**config.mk**
```make
export PLATFORM = sky130hd
export DESIGN_NAME = regbridge_top
export DESIGN_NICKNAME = d
export VERILOG_FILES = /design/src/rtl/regbridge_pkg.sv /design/src/rtl/uart_rx.sv /design/src/rtl/request_parser.sv /design/src/rtl/register_file.sv /design/src/rtl/response_formatter.sv /design/src/rtl/uart_tx.sv /design/src/rtl/regbridge_top.sv
export SDC_FILE = /design/constraint.sdc
export NUM_CORES = 2
export LEC_CHECK = 0
export BUFFER_PORTS_ARGS = -buffer_cell sky130_fd_sc_hd__buf_2
export CAP_MARGIN = 40
export CORE_MARGIN = 1
export CORE_UTILIZATION = 30
export CTS_CLUSTER_SIZE = 10
export DETAILED_ROUTE_END_ITERATION = 6
export MAX_ROUTING_LAYER = met4
export SYNTH_ARGS = -nofsm -noshare
export SYNTH_HDL_FRONTEND = slang
export SYNTH_HIERARCHICAL = 1
export SYNTH_SLANG_ARGS = --single-unit
```
**constraint.sdc**
```tcl
create_clock -name clk -period 4.15 [get_ports clk]
set_input_delay 0.6225 -clock clk [delete_from_list [all_inputs] [get_ports clk]]
set_output_delay 0.6225 -clock clk [all_outputs]
set_load 0.02 [all_outputs]
```
**src/rtl/regbridge_pkg.sv**
```systemverilog
package regbridge_pkg;

    // widths that carry a meaning
    typedef logic [7:0]  byte_t;
    typedef logic [15:0] word_t;
    typedef logic [7:0]  reg_addr_t;
    typedef logic [3:0]  nibble_t;

    // clock cycles per serial bit
    localparam int CLKS_PER_BAUD = 8;
    localparam int REG_DEPTH     = 256;

    // command, reply and terminator characters
    localparam byte_t CHAR_READ  = 8'h52;
    localparam byte_t CHAR_WRITE = 8'h57;
    localparam byte_t CHAR_DATA  = 8'h44;
    localparam byte_t CHAR_CR    = 8'h0D;
    localparam byte_t CHAR_LF    = 8'h0A;

    typedef enum logic [1:0] {
        RX_IDLE,
        RX_DATA,
        RX_STOP
    } rx_state_t;

    typedef enum logic [1:0] {
        PARSE_IDLE,
        PARSE_READ,
        PARSE_WRITE
    } parse_state_t;

endpackage

```
**src/rtl/uart_rx.sv**
```systemverilog
`timescale 1ns/1ps

module uart_rx (
    input  logic                 clk,
    input  logic                 arst_n_i,
    input  logic                 rx_i,
    output regbridge_pkg::byte_t data_o,
    output logic                 valid_o
);
    import regbridge_pkg::*;

    typedef logic [$clog2(2 * CLKS_PER_BAUD)-1:0] baud_cnt_t;

    logic      rx_meta;
    logic      rx_sync;
    rx_state_t state;
    baud_cnt_t baud_cnt;
    logic [2:0] bit_cnt;
    logic      sample;

    assign sample = (baud_cnt == '0);

    // two-flop synchronizer, line idles high
    always_ff @(posedge clk or negedge arst_n_i) begin
        if (!arst_n_i) begin
            rx_meta <= 1'b1;
            rx_sync <= 1'b1;
        end else begin
            rx_meta <= rx_i;
            rx_sync <= rx_meta;
        end
    end

    always_ff @(posedge clk or negedge arst_n_i) begin
        if (!arst_n_i) begin
            state    <= RX_IDLE;
            baud_cnt <= '0;
            bit_cnt  <= '0;
            valid_o  <= 1'b0;
        end else begin
            valid_o <= 1'b0;
            case (state)
                RX_IDLE: begin
                    if (!rx_sync) begin
                        // skip the start bit and land mid bit 0
                        baud_cnt <= baud_cnt_t'(CLKS_PER_BAUD + CLKS_PER_BAUD / 2 - 1);
                        bit_cnt  <= '0;
                        state    <= RX_DATA;
                    end
                end
                RX_DATA: begin
                    if (sample) begin
                        baud_cnt <= baud_cnt_t'(CLKS_PER_BAUD - 1);
                        bit_cnt  <= bit_cnt + 3'd1;
                        if (bit_cnt == 3'd7) begin
                            state <= RX_STOP;
                        end
                    end else begin
                        baud_cnt <= baud_cnt - 1'b1;
                    end
                end
                RX_STOP: begin
                    if (sample) begin
                        // a low stop bit means a broken frame
                        valid_o <= rx_sync;
                        state   <= RX_IDLE;
                    end else begin
                        baud_cnt <= baud_cnt - 1'b1;
                    end
                end
                default: state <= RX_IDLE;
            endcase
        end
    end

    // lsb arrives first
    always_ff @(posedge clk) begin
        if ((state == RX_DATA) && sample) begin
            data_o <= {rx_sync, data_o[7:1]};
        end
    end

endmodule

```
**src/rtl/request_parser.sv**
```systemverilog
`timescale 1ns/1ps

module request_parser (
    input  logic                 clk,
    input  logic                 arst_n_i,
    input  regbridge_pkg::byte_t byte_i,
    input  logic                 byte_valid_i,
    output regbridge_pkg::word_t addr_o,
    output regbridge_pkg::word_t data_o,
    output logic                 write_o,
    output logic                 valid_o
);
    import regbridge_pkg::*;

    parse_state_t state;
    logic [3:0]   digit_cnt;
    logic         is_hex;
    logic         is_term;
    logic         at_term;
    nibble_t      nib;

    // hex digit decode, upper case only
    always_comb begin
        is_hex = 1'b1;
        nib    = '0;
        if ((byte_i >= "0") && (byte_i <= "9")) begin
            nib = nibble_t'(byte_i - "0");
        end else if ((byte_i >= "A") && (byte_i <= "F")) begin
            nib = nibble_t'(byte_i - "A" + 8'd10);
        end else begin
            is_hex = 1'b0;
        end
    end

    assign is_term = (byte_i == CHAR_CR) || (byte_i == CHAR_LF);

    // read carries 4 digits, write carries 8
    assign at_term = (state == PARSE_READ) ? (digit_cnt == 4'd4) : (digit_cnt == 4'd8);

    always_ff @(posedge clk or negedge arst_n_i) begin
        if (!arst_n_i) begin
            state     <= PARSE_IDLE;
            digit_cnt <= '0;
            write_o   <= 1'b0;
            valid_o   <= 1'b0;
        end else begin
            valid_o <= 1'b0;
            if (byte_valid_i) begin
                case (state)
                    PARSE_IDLE: begin
                        digit_cnt <= '0;
                        if (byte_i == CHAR_READ) begin
                            state <= PARSE_READ;
                        end else if (byte_i == CHAR_WRITE) begin
                            state <= PARSE_WRITE;
                        end
                    end
                    PARSE_READ, PARSE_WRITE: begin
                        if (at_term) begin
                            // anything but CR or LF drops the command
                            state   <= PARSE_IDLE;
                            valid_o <= is_term;
                            write_o <= (state == PARSE_WRITE);
                        end else if (is_hex) begin
                            digit_cnt <= digit_cnt + 4'd1;
                        end else begin
                            state <= PARSE_IDLE;
                        end
                    end
                    default: state <= PARSE_IDLE;
                endcase
            end
        end
    end

    // first four digits are the address, the rest the data
    always_ff @(posedge clk) begin
        if (byte_valid_i && (state != PARSE_IDLE) && !at_term && is_hex) begin
            if (digit_cnt < 4'd4) begin
                addr_o <= {addr_o[11:0], nib};
            end else begin
                data_o <= {data_o[11:0], nib};
            end
        end
    end

endmodule

```
**src/rtl/register_file.sv**
```systemverilog
`timescale 1ns/1ps

module register_file (
    input  logic                 clk,
    input  logic                 arst_n_i,
    input  regbridge_pkg::word_t addr_i,
    input  regbridge_pkg::word_t data_i,
    input  logic                 write_i,
    input  logic                 valid_i,
    output regbridge_pkg::word_t rd_data_o,
    output logic                 rd_valid_o
);
    import regbridge_pkg::*;

    word_t     mem [REG_DEPTH] = '{default: '0};
    word_t     rd_q;
    reg_addr_t idx;
    logic      in_range;
    logic      rd_pend;

    assign idx      = addr_i[7:0];
    assign in_range = (addr_i[15:8] == 8'h00);

    // registered read plus one output stage
    always_ff @(posedge clk) begin
        if (valid_i && write_i && in_range) begin
            mem[idx] <= data_i;
        end
        rd_q      <= mem[idx];
        rd_data_o <= rd_q;
    end

    // valid follows the data through both stages
    always_ff @(posedge clk or negedge arst_n_i) begin
        if (!arst_n_i) begin
            rd_pend    <= 1'b0;
            rd_valid_o <= 1'b0;
        end else begin
            rd_pend    <= valid_i && !write_i && in_range;
            rd_valid_o <= rd_pend;
        end
    end

endmodule

```
**src/rtl/response_formatter.sv**
```systemverilog
`timescale 1ns/1ps

module response_formatter (
    input  logic                 clk,
    input  logic                 arst_n_i,
    input  regbridge_pkg::word_t rd_data_i,
    input  logic                 rd_valid_i,
    output regbridge_pkg::byte_t byte_o,
    output logic                 start_o,
    input  logic                 done_i
);
    import regbridge_pkg::*;

    logic       busy;
    logic [2:0] byte_cnt;
    word_t      word_q;

    function automatic byte_t to_hex(input nibble_t n);
        if (n < 4'd10) begin
            return byte_t'(n) + "0";
        end
        return byte_t'(n) - 8'd10 + "A";
    endfunction

    assign start_o = busy;

    // reply is D, four digits msb first, CR, LF
    always_comb begin
        case (byte_cnt)
            3'd0:    byte_o = CHAR_DATA;
            3'd1:    byte_o = to_hex(word_q[15:12]);
            3'd2:    byte_o = to_hex(word_q[11:8]);
            3'd3:    byte_o = to_hex(word_q[7:4]);
            3'd4:    byte_o = to_hex(word_q[3:0]);
            3'd5:    byte_o = CHAR_CR;
            3'd6:    byte_o = CHAR_LF;
            default: byte_o = '0;
        endcase
    end

    always_ff @(posedge clk or negedge arst_n_i) begin
        if (!arst_n_i) begin
            busy     <= 1'b0;
            byte_cnt <= '0;
        end else if (!busy) begin
            byte_cnt <= '0;
            busy     <= rd_valid_i;
        end else if (done_i) begin
            if (byte_cnt == 3'd6) begin
                busy     <= 1'b0;
                byte_cnt <= '0;
            end else begin
                byte_cnt <= byte_cnt + 3'd1;
            end
        end
    end

    // reads that land mid reply are lost
    always_ff @(posedge clk) begin
        if (!busy && rd_valid_i) begin
            word_q <= rd_data_i;
        end
    end

endmodule

```
**src/rtl/uart_tx.sv**
```systemverilog
`timescale 1ns/1ps

module uart_tx (
    input  logic                 clk,
    input  logic                 arst_n_i,
    input  regbridge_pkg::byte_t data_i,
    input  logic                 start_i,
    output logic                 done_o,
    output logic                 tx_o
);
    import regbridge_pkg::*;

    typedef logic [$clog2(CLKS_PER_BAUD)-1:0] baud_cnt_t;

    logic       busy;
    baud_cnt_t  baud_cnt;
    logic [3:0] bit_idx;
    logic [8:0] shreg;
    logic       load;
    logic       tick;

    // wait out the done cycle so the sender can move to its next byte
    assign load = start_i && !busy && !done_o;
    assign tick = busy && (baud_cnt == '0);

    always_ff @(posedge clk or negedge arst_n_i) begin
        if (!arst_n_i) begin
            busy     <= 1'b0;
            baud_cnt <= '0;
            bit_idx  <= '0;
            done_o   <= 1'b0;
            tx_o     <= 1'b1;
        end else begin
            done_o <= 1'b0;
            if (load) begin
                busy     <= 1'b1;
                baud_cnt <= baud_cnt_t'(CLKS_PER_BAUD - 1);
                bit_idx  <= '0;
                tx_o     <= 1'b0;
            end else if (tick) begin
                baud_cnt <= baud_cnt_t'(CLKS_PER_BAUD - 1);
                if (bit_idx == 4'd9) begin
                    // stop bit has ended
                    busy   <= 1'b0;
                    done_o <= 1'b1;
                end else begin
                    tx_o    <= shreg[0];
                    bit_idx <= bit_idx + 4'd1;
                end
            end else if (busy) begin
                baud_cnt <= baud_cnt - 1'b1;
            end
        end
    end

    // data bits then stop bit, lsb first
    always_ff @(posedge clk) begin
        if (load) begin
            shreg <= {1'b1, data_i};
        end else if (tick && (bit_idx != 4'd9)) begin
            shreg <= {1'b1, shreg[8:1]};
        end
    end

endmodule

```
**src/rtl/regbridge_top.sv**
```systemverilog
`timescale 1ns/1ps

module regbridge_top (
    input  logic clk,
    input  logic arst_n_i,
    input  logic rx_i,
    output logic tx_o
);
    import regbridge_pkg::*;

    byte_t rx_data;
    logic  rx_valid;
    word_t req_addr;
    word_t req_data;
    logic  req_write;
    logic  req_valid;
    word_t rd_data;
    logic  rd_valid;
    byte_t tx_byte;
    logic  tx_start;
    logic  tx_done;

    // command path
    uart_rx uart_rx_inst (
        .clk      (clk),
        .arst_n_i (arst_n_i),
        .rx_i     (rx_i),
        .data_o   (rx_data),
        .valid_o  (rx_valid)
    );

    request_parser request_parser_inst (
        .clk          (clk),
        .arst_n_i     (arst_n_i),
        .byte_i       (rx_data),
        .byte_valid_i (rx_valid),
        .addr_o       (req_addr),
        .data_o       (req_data),
        .write_o      (req_write),
        .valid_o      (req_valid)
    );

    register_file register_file_inst (
        .clk        (clk),
        .arst_n_i   (arst_n_i),
        .addr_i     (req_addr),
        .data_i     (req_data),
        .write_i    (req_write),
        .valid_i    (req_valid),
        .rd_data_o  (rd_data),
        .rd_valid_o (rd_valid)
    );

    // reply path
    response_formatter response_formatter_inst (
        .clk        (clk),
        .arst_n_i   (arst_n_i),
        .rd_data_i  (rd_data),
        .rd_valid_i (rd_valid),
        .byte_o     (tx_byte),
        .start_o    (tx_start),
        .done_i     (tx_done)
    );

    uart_tx uart_tx_inst (
        .clk      (clk),
        .arst_n_i (arst_n_i),
        .data_i   (tx_byte),
        .start_i  (tx_start),
        .done_o   (tx_done),
        .tx_o     (tx_o)
    );

endmodule

```
==> impl_results.md <==
* Status: complete, no violations
* Slowest cell delay on critical path at 710 ps
* Power Dens Cells at 441.9 nW/µm²
* Gate power share at 0%
* Finished Core Util at 35.05%
* Worst slew margin at 22.02%
* Vias in the first global route at 79.68k
* Die height at 734.1 µm
* Crit-path cells: buf_12 -> buf_12 -> buf_12 -> mux4_2 -> a22oi_1 -> a21oi_1 -> o41ai_1 -> buf_2 -> buf_4 -> nand4_1
* Syn_area_per_cell at 22.40 µm²
* Sw frac at 19.12%
* Worst setup path startpoint: request_parser_inst/addr_o[0]$_DFFE_PP_
* Overflow after GRT at 0
* DRC at 0
* DP Worst Slack at 94.86 ps
* Sequential-to-total area share from yosys stat at 78.65%
* WP data arrival at 4880 ps
* CP Data Required Time at 5000 ps
* DP HPWL at 245.7 mm
* Clock network fraction of total power at 44.0%
* Row count at 268
* CTS tree: built
* NetSw at 15.79 mW
* Core area at 533200 µm²
* Drt pass-1 iters at 6
* Final min period at 4029 ps
* Number of flops mapped to enable cells by yosys at 4160
* CP Class: flip-flop to flip-flop
* First-pass GRT wire length at 600.1 mm
* GPL Wtd Cong at 0.8376
* Leak pwr at 58.00 nW
* Clock buffer depth at 4
* Total CTS buffers at 470
* Pin count of the biggest net entering global routing at 162
* Ys flop type: edfxtp_1
* Port bufs at 3
* Die footprint at 538900 µm²
* CTS H-tree depth at 5
* CP Max Fanout at 47
* Total GRT Usage at 15.61%
* ANT nets after route at 0
* Post-Synthesis Cells at 7179
* Max VDD drop at 0.4018 mV
* Starting Density at 30.16%
* Asr flop ratio synth at 0.8515%
* Worst path most repeated cell: buf_12
* Share of cells above drive strength 1 at 28.25%
* Final Skew at 107.5 ps
* Iter 0 DRT Violations at 10.18k
* Synthesized area at 160800 µm²
* Post-DP Area at 174000 µm²
* Worst-skew pair later-pin latency at 1040 ps
* WL per Instance at 27.95 µm
* Max Cap Viol at 0
* Synthesized net count at 7219
* Crit share post-route at 97.09%
* Area Growth Syn to Fin at 16.22%
* Count of cell types in the netlist at 83
* Reg power frac at 55.9%
* Clk slew on worst S/H paths at 60 ps
* DR vias at 79.08k
* Reg2reg start: request_parser_inst/addr_o[0]$_DFFE_PP_
* Final setup fails at 0
* Flops & latches, synth at 4228
* Io pins at 4
* Yosys Warn Count at 6
* Final hold vios at 0
* Unrepaired setup endpoints after global routing: no
* Slowest cell on the critical path: o41ai_1
* Clock Sinks at 4228
* Hold Path Class: input pin to asynchronous set/reset pin
* Critical Path End Type: flip-flop
* Most frequent cells in the layout: 4160 x edfxtp_1, 1024 x mux4_2, 564 x buf_4
* Final TNS setup at 0 ps
* Final wirelength at 421.1 mm
* Startpoint types: flip-flop
* Root Buffer Master: clkbuf_16
* P_int at 66.79 mW
* Most common cell after layout, fill and taps aside: edfxtp_1
* Worst Tran Pin Value at 1170 ps
* Tot Pwr at 82.57 mW
* Upper clock frequency limit at 248.2 MHz
* Setup WS post-layout at 120.9 ps
* Slew Limit Fails at 0
* Die extent in x at 734.1 µm
* Drt via density at 5.247
* Initial antenna violation count at 14
* Fin nets at 7935
* Final Cell Area at 186900 µm²
layer usage:
metal	vias to the layer above	GRT usage (%)	share of wire [%]
met3	624	2.507	7.9
li1	31930	-	-
met2	3635	24.96	49
met1	42890	20.81	41
met5	-	-	0
met4	0	4.150	3.0
cell type report:
| cell class | instances | area [µm²] |
|---|---|---|
| antenna | 10 | 25.02 |
| clock buffer | 577 | 12250 |
| clock inverter | 40 | 616.8 |
| fill | 48550 | 346300 |
| inverter | 34 | 128.9 |
| multi-input combinational | 2490 | 32520 |
| sequential | 4228 | 126500 |
| tap | 7020 | 8783 |
| timing repair buffer | 671 | 6088 |
power by group through the flow:
stage	clock, mW	sequential, mW	combinational (mW)
after floorplan	0	47.1	0.000769
after detailed placement	0	47.1	0.0121
after global placement	0	47.1	0.00957
after CTS	37.0	46.2	0.0138
after global routing	38.5	46.2	0.0153
final	36.4	46.2	0.0128
cells by family after synthesis:
logic type	synth area share [%]
AO/OA/AOI/OAI	3.995
adder cells (fa/ha/maj)	0.2879
AND/OR/NAND/NOR	1.301
buffers and inverters	1.279
other	0.002332
flip-flops	78.65
multiplexers	14.40
XOR/XNOR	0.08715
registers in the layout (all words and copies together), names as in the netlist, 2 cells and up:
register / count
uart_rx_inst/state: 2
request_parser_inst/data_o: 16
uart_rx_inst/baud_cnt: 4
request_parser_inst/state: 2
uart_rx_inst/data_o: 8
register_file_inst/rd_data_o: 16
register_file_inst/rd_q: 16
register_file_inst/mem: 4096
response_formatter_inst/word_q: 16
uart_rx_inst/bit_cnt: 3
request_parser_inst/addr_o: 16
request_parser_inst/digit_cnt: 4
response_formatter_inst/byte_cnt: 3
uart_tx_inst/shreg: 8
uart_tx_inst/bit_idx: 4
uart_tx_inst/baud_cnt: 3
worst max-delay path: cells and delay by family, from the launching register on:
kind            cells  cell delay, ps
mux                 1             560
simple gates        1              80
flops               1             470
compound gates      3            1270
buf+inv             5            1390
final timing paths:
check | to | slack, ps | depth (start not counted)
hold reg to reg | register_file_inst/rd_data_o[12]$_DFF_P_ | 330 | 0
setup / recovery | register_file_inst/rd_q[6]$_DFF_P_ | 120 | 10
hold / removal | uart_rx_inst/rx_meta$_DFF_PN1_ | 210 | 2
max in group asynchronous | uart_tx_inst/tx_o$_DFFE_PN1P_ | 3640 | 3
min in group clk | uart_rx_inst/rx_meta$_DFF_PN1_ | 290 | 2
setup reg to reg | register_file_inst/rd_q[6]$_DFF_P_ | 120 | 10
synthesized netlist by cell type (3+ instances only):
| library cell | instances | area, µm² |
|---|---|---|
| buf_4 | 26 | 195.2 |
| and2_1 | 5 | 31.28 |
| nor2b_1 | 14 | 87.58 |
| a31oi_1 | 5 | 31.28 |
| buf_2 | 103 | 515.5 |
| edfxtp_1 | 4160 | 124900 |
| and3b_1 | 4 | 35.03 |
| o21ai_1 | 10 | 50.05 |
| and3_1 | 5 | 31.28 |
| a21oi_1 | 268 | 1341 |
| dfrtp_1 | 33 | 825.8 |
| inv_1 | 33 | 123.9 |
| nand4_1 | 19 | 118.9 |
| a211o_1 | 4 | 35.03 |
| dfstp_2 | 3 | 78.83 |
| o21ai_0 | 26 | 130.1 |
| a21boi_1 | 3 | 22.52 |
| xnor2_1 | 7 | 61.31 |
| o21a_1 | 4 | 30.03 |
| nor3_1 | 11 | 55.05 |
| nand2_1 | 83 | 311.6 |
| or3b_1 | 3 | 26.28 |
| o22a_1 | 3 | 26.28 |
| buf_1 | 43 | 161.4 |
| o41ai_1 | 64 | 560.5 |
| mux4_2 | 1024 | 23060 |
| o211ai_1 | 4 | 30.03 |
| nand3b_1 | 7 | 52.55 |
| nor3b_1 | 4 | 30.03 |
| xor2_1 | 9 | 78.83 |
| mux2i_1 | 4 | 40.04 |
| nand3_1 | 21 | 105.1 |
| clkbuf_1 | 241 | 904.6 |
| buf_6 | 13 | 146.4 |
| a22oi_1 | 515 | 3866 |
| nor2_1 | 271 | 1017 |
| ha_1 | 37 | 462.9 |
| dfxtp_1 | 32 | 640.6 |
| nand2b_1 | 6 | 37.54 |
timing repair:
action / CTS / global route
gates resized for setup: 0 / 0
setup endpoints to repair: 0 / 0
endpoints found under the hold margin: 37 / 0
hold buffers: 2 / 0
buffers inserted: 0 / 0
stage by stage:
step	hold slack, ps	instances
finish	210.0	15070
global route	213.7	15060
floorplan	309.6	7179
CTS	167.7	15060
global placement	311.3	14420
detailed placement	314.7	14440
No activity file was read; power rests on OpenSTA's default activity.
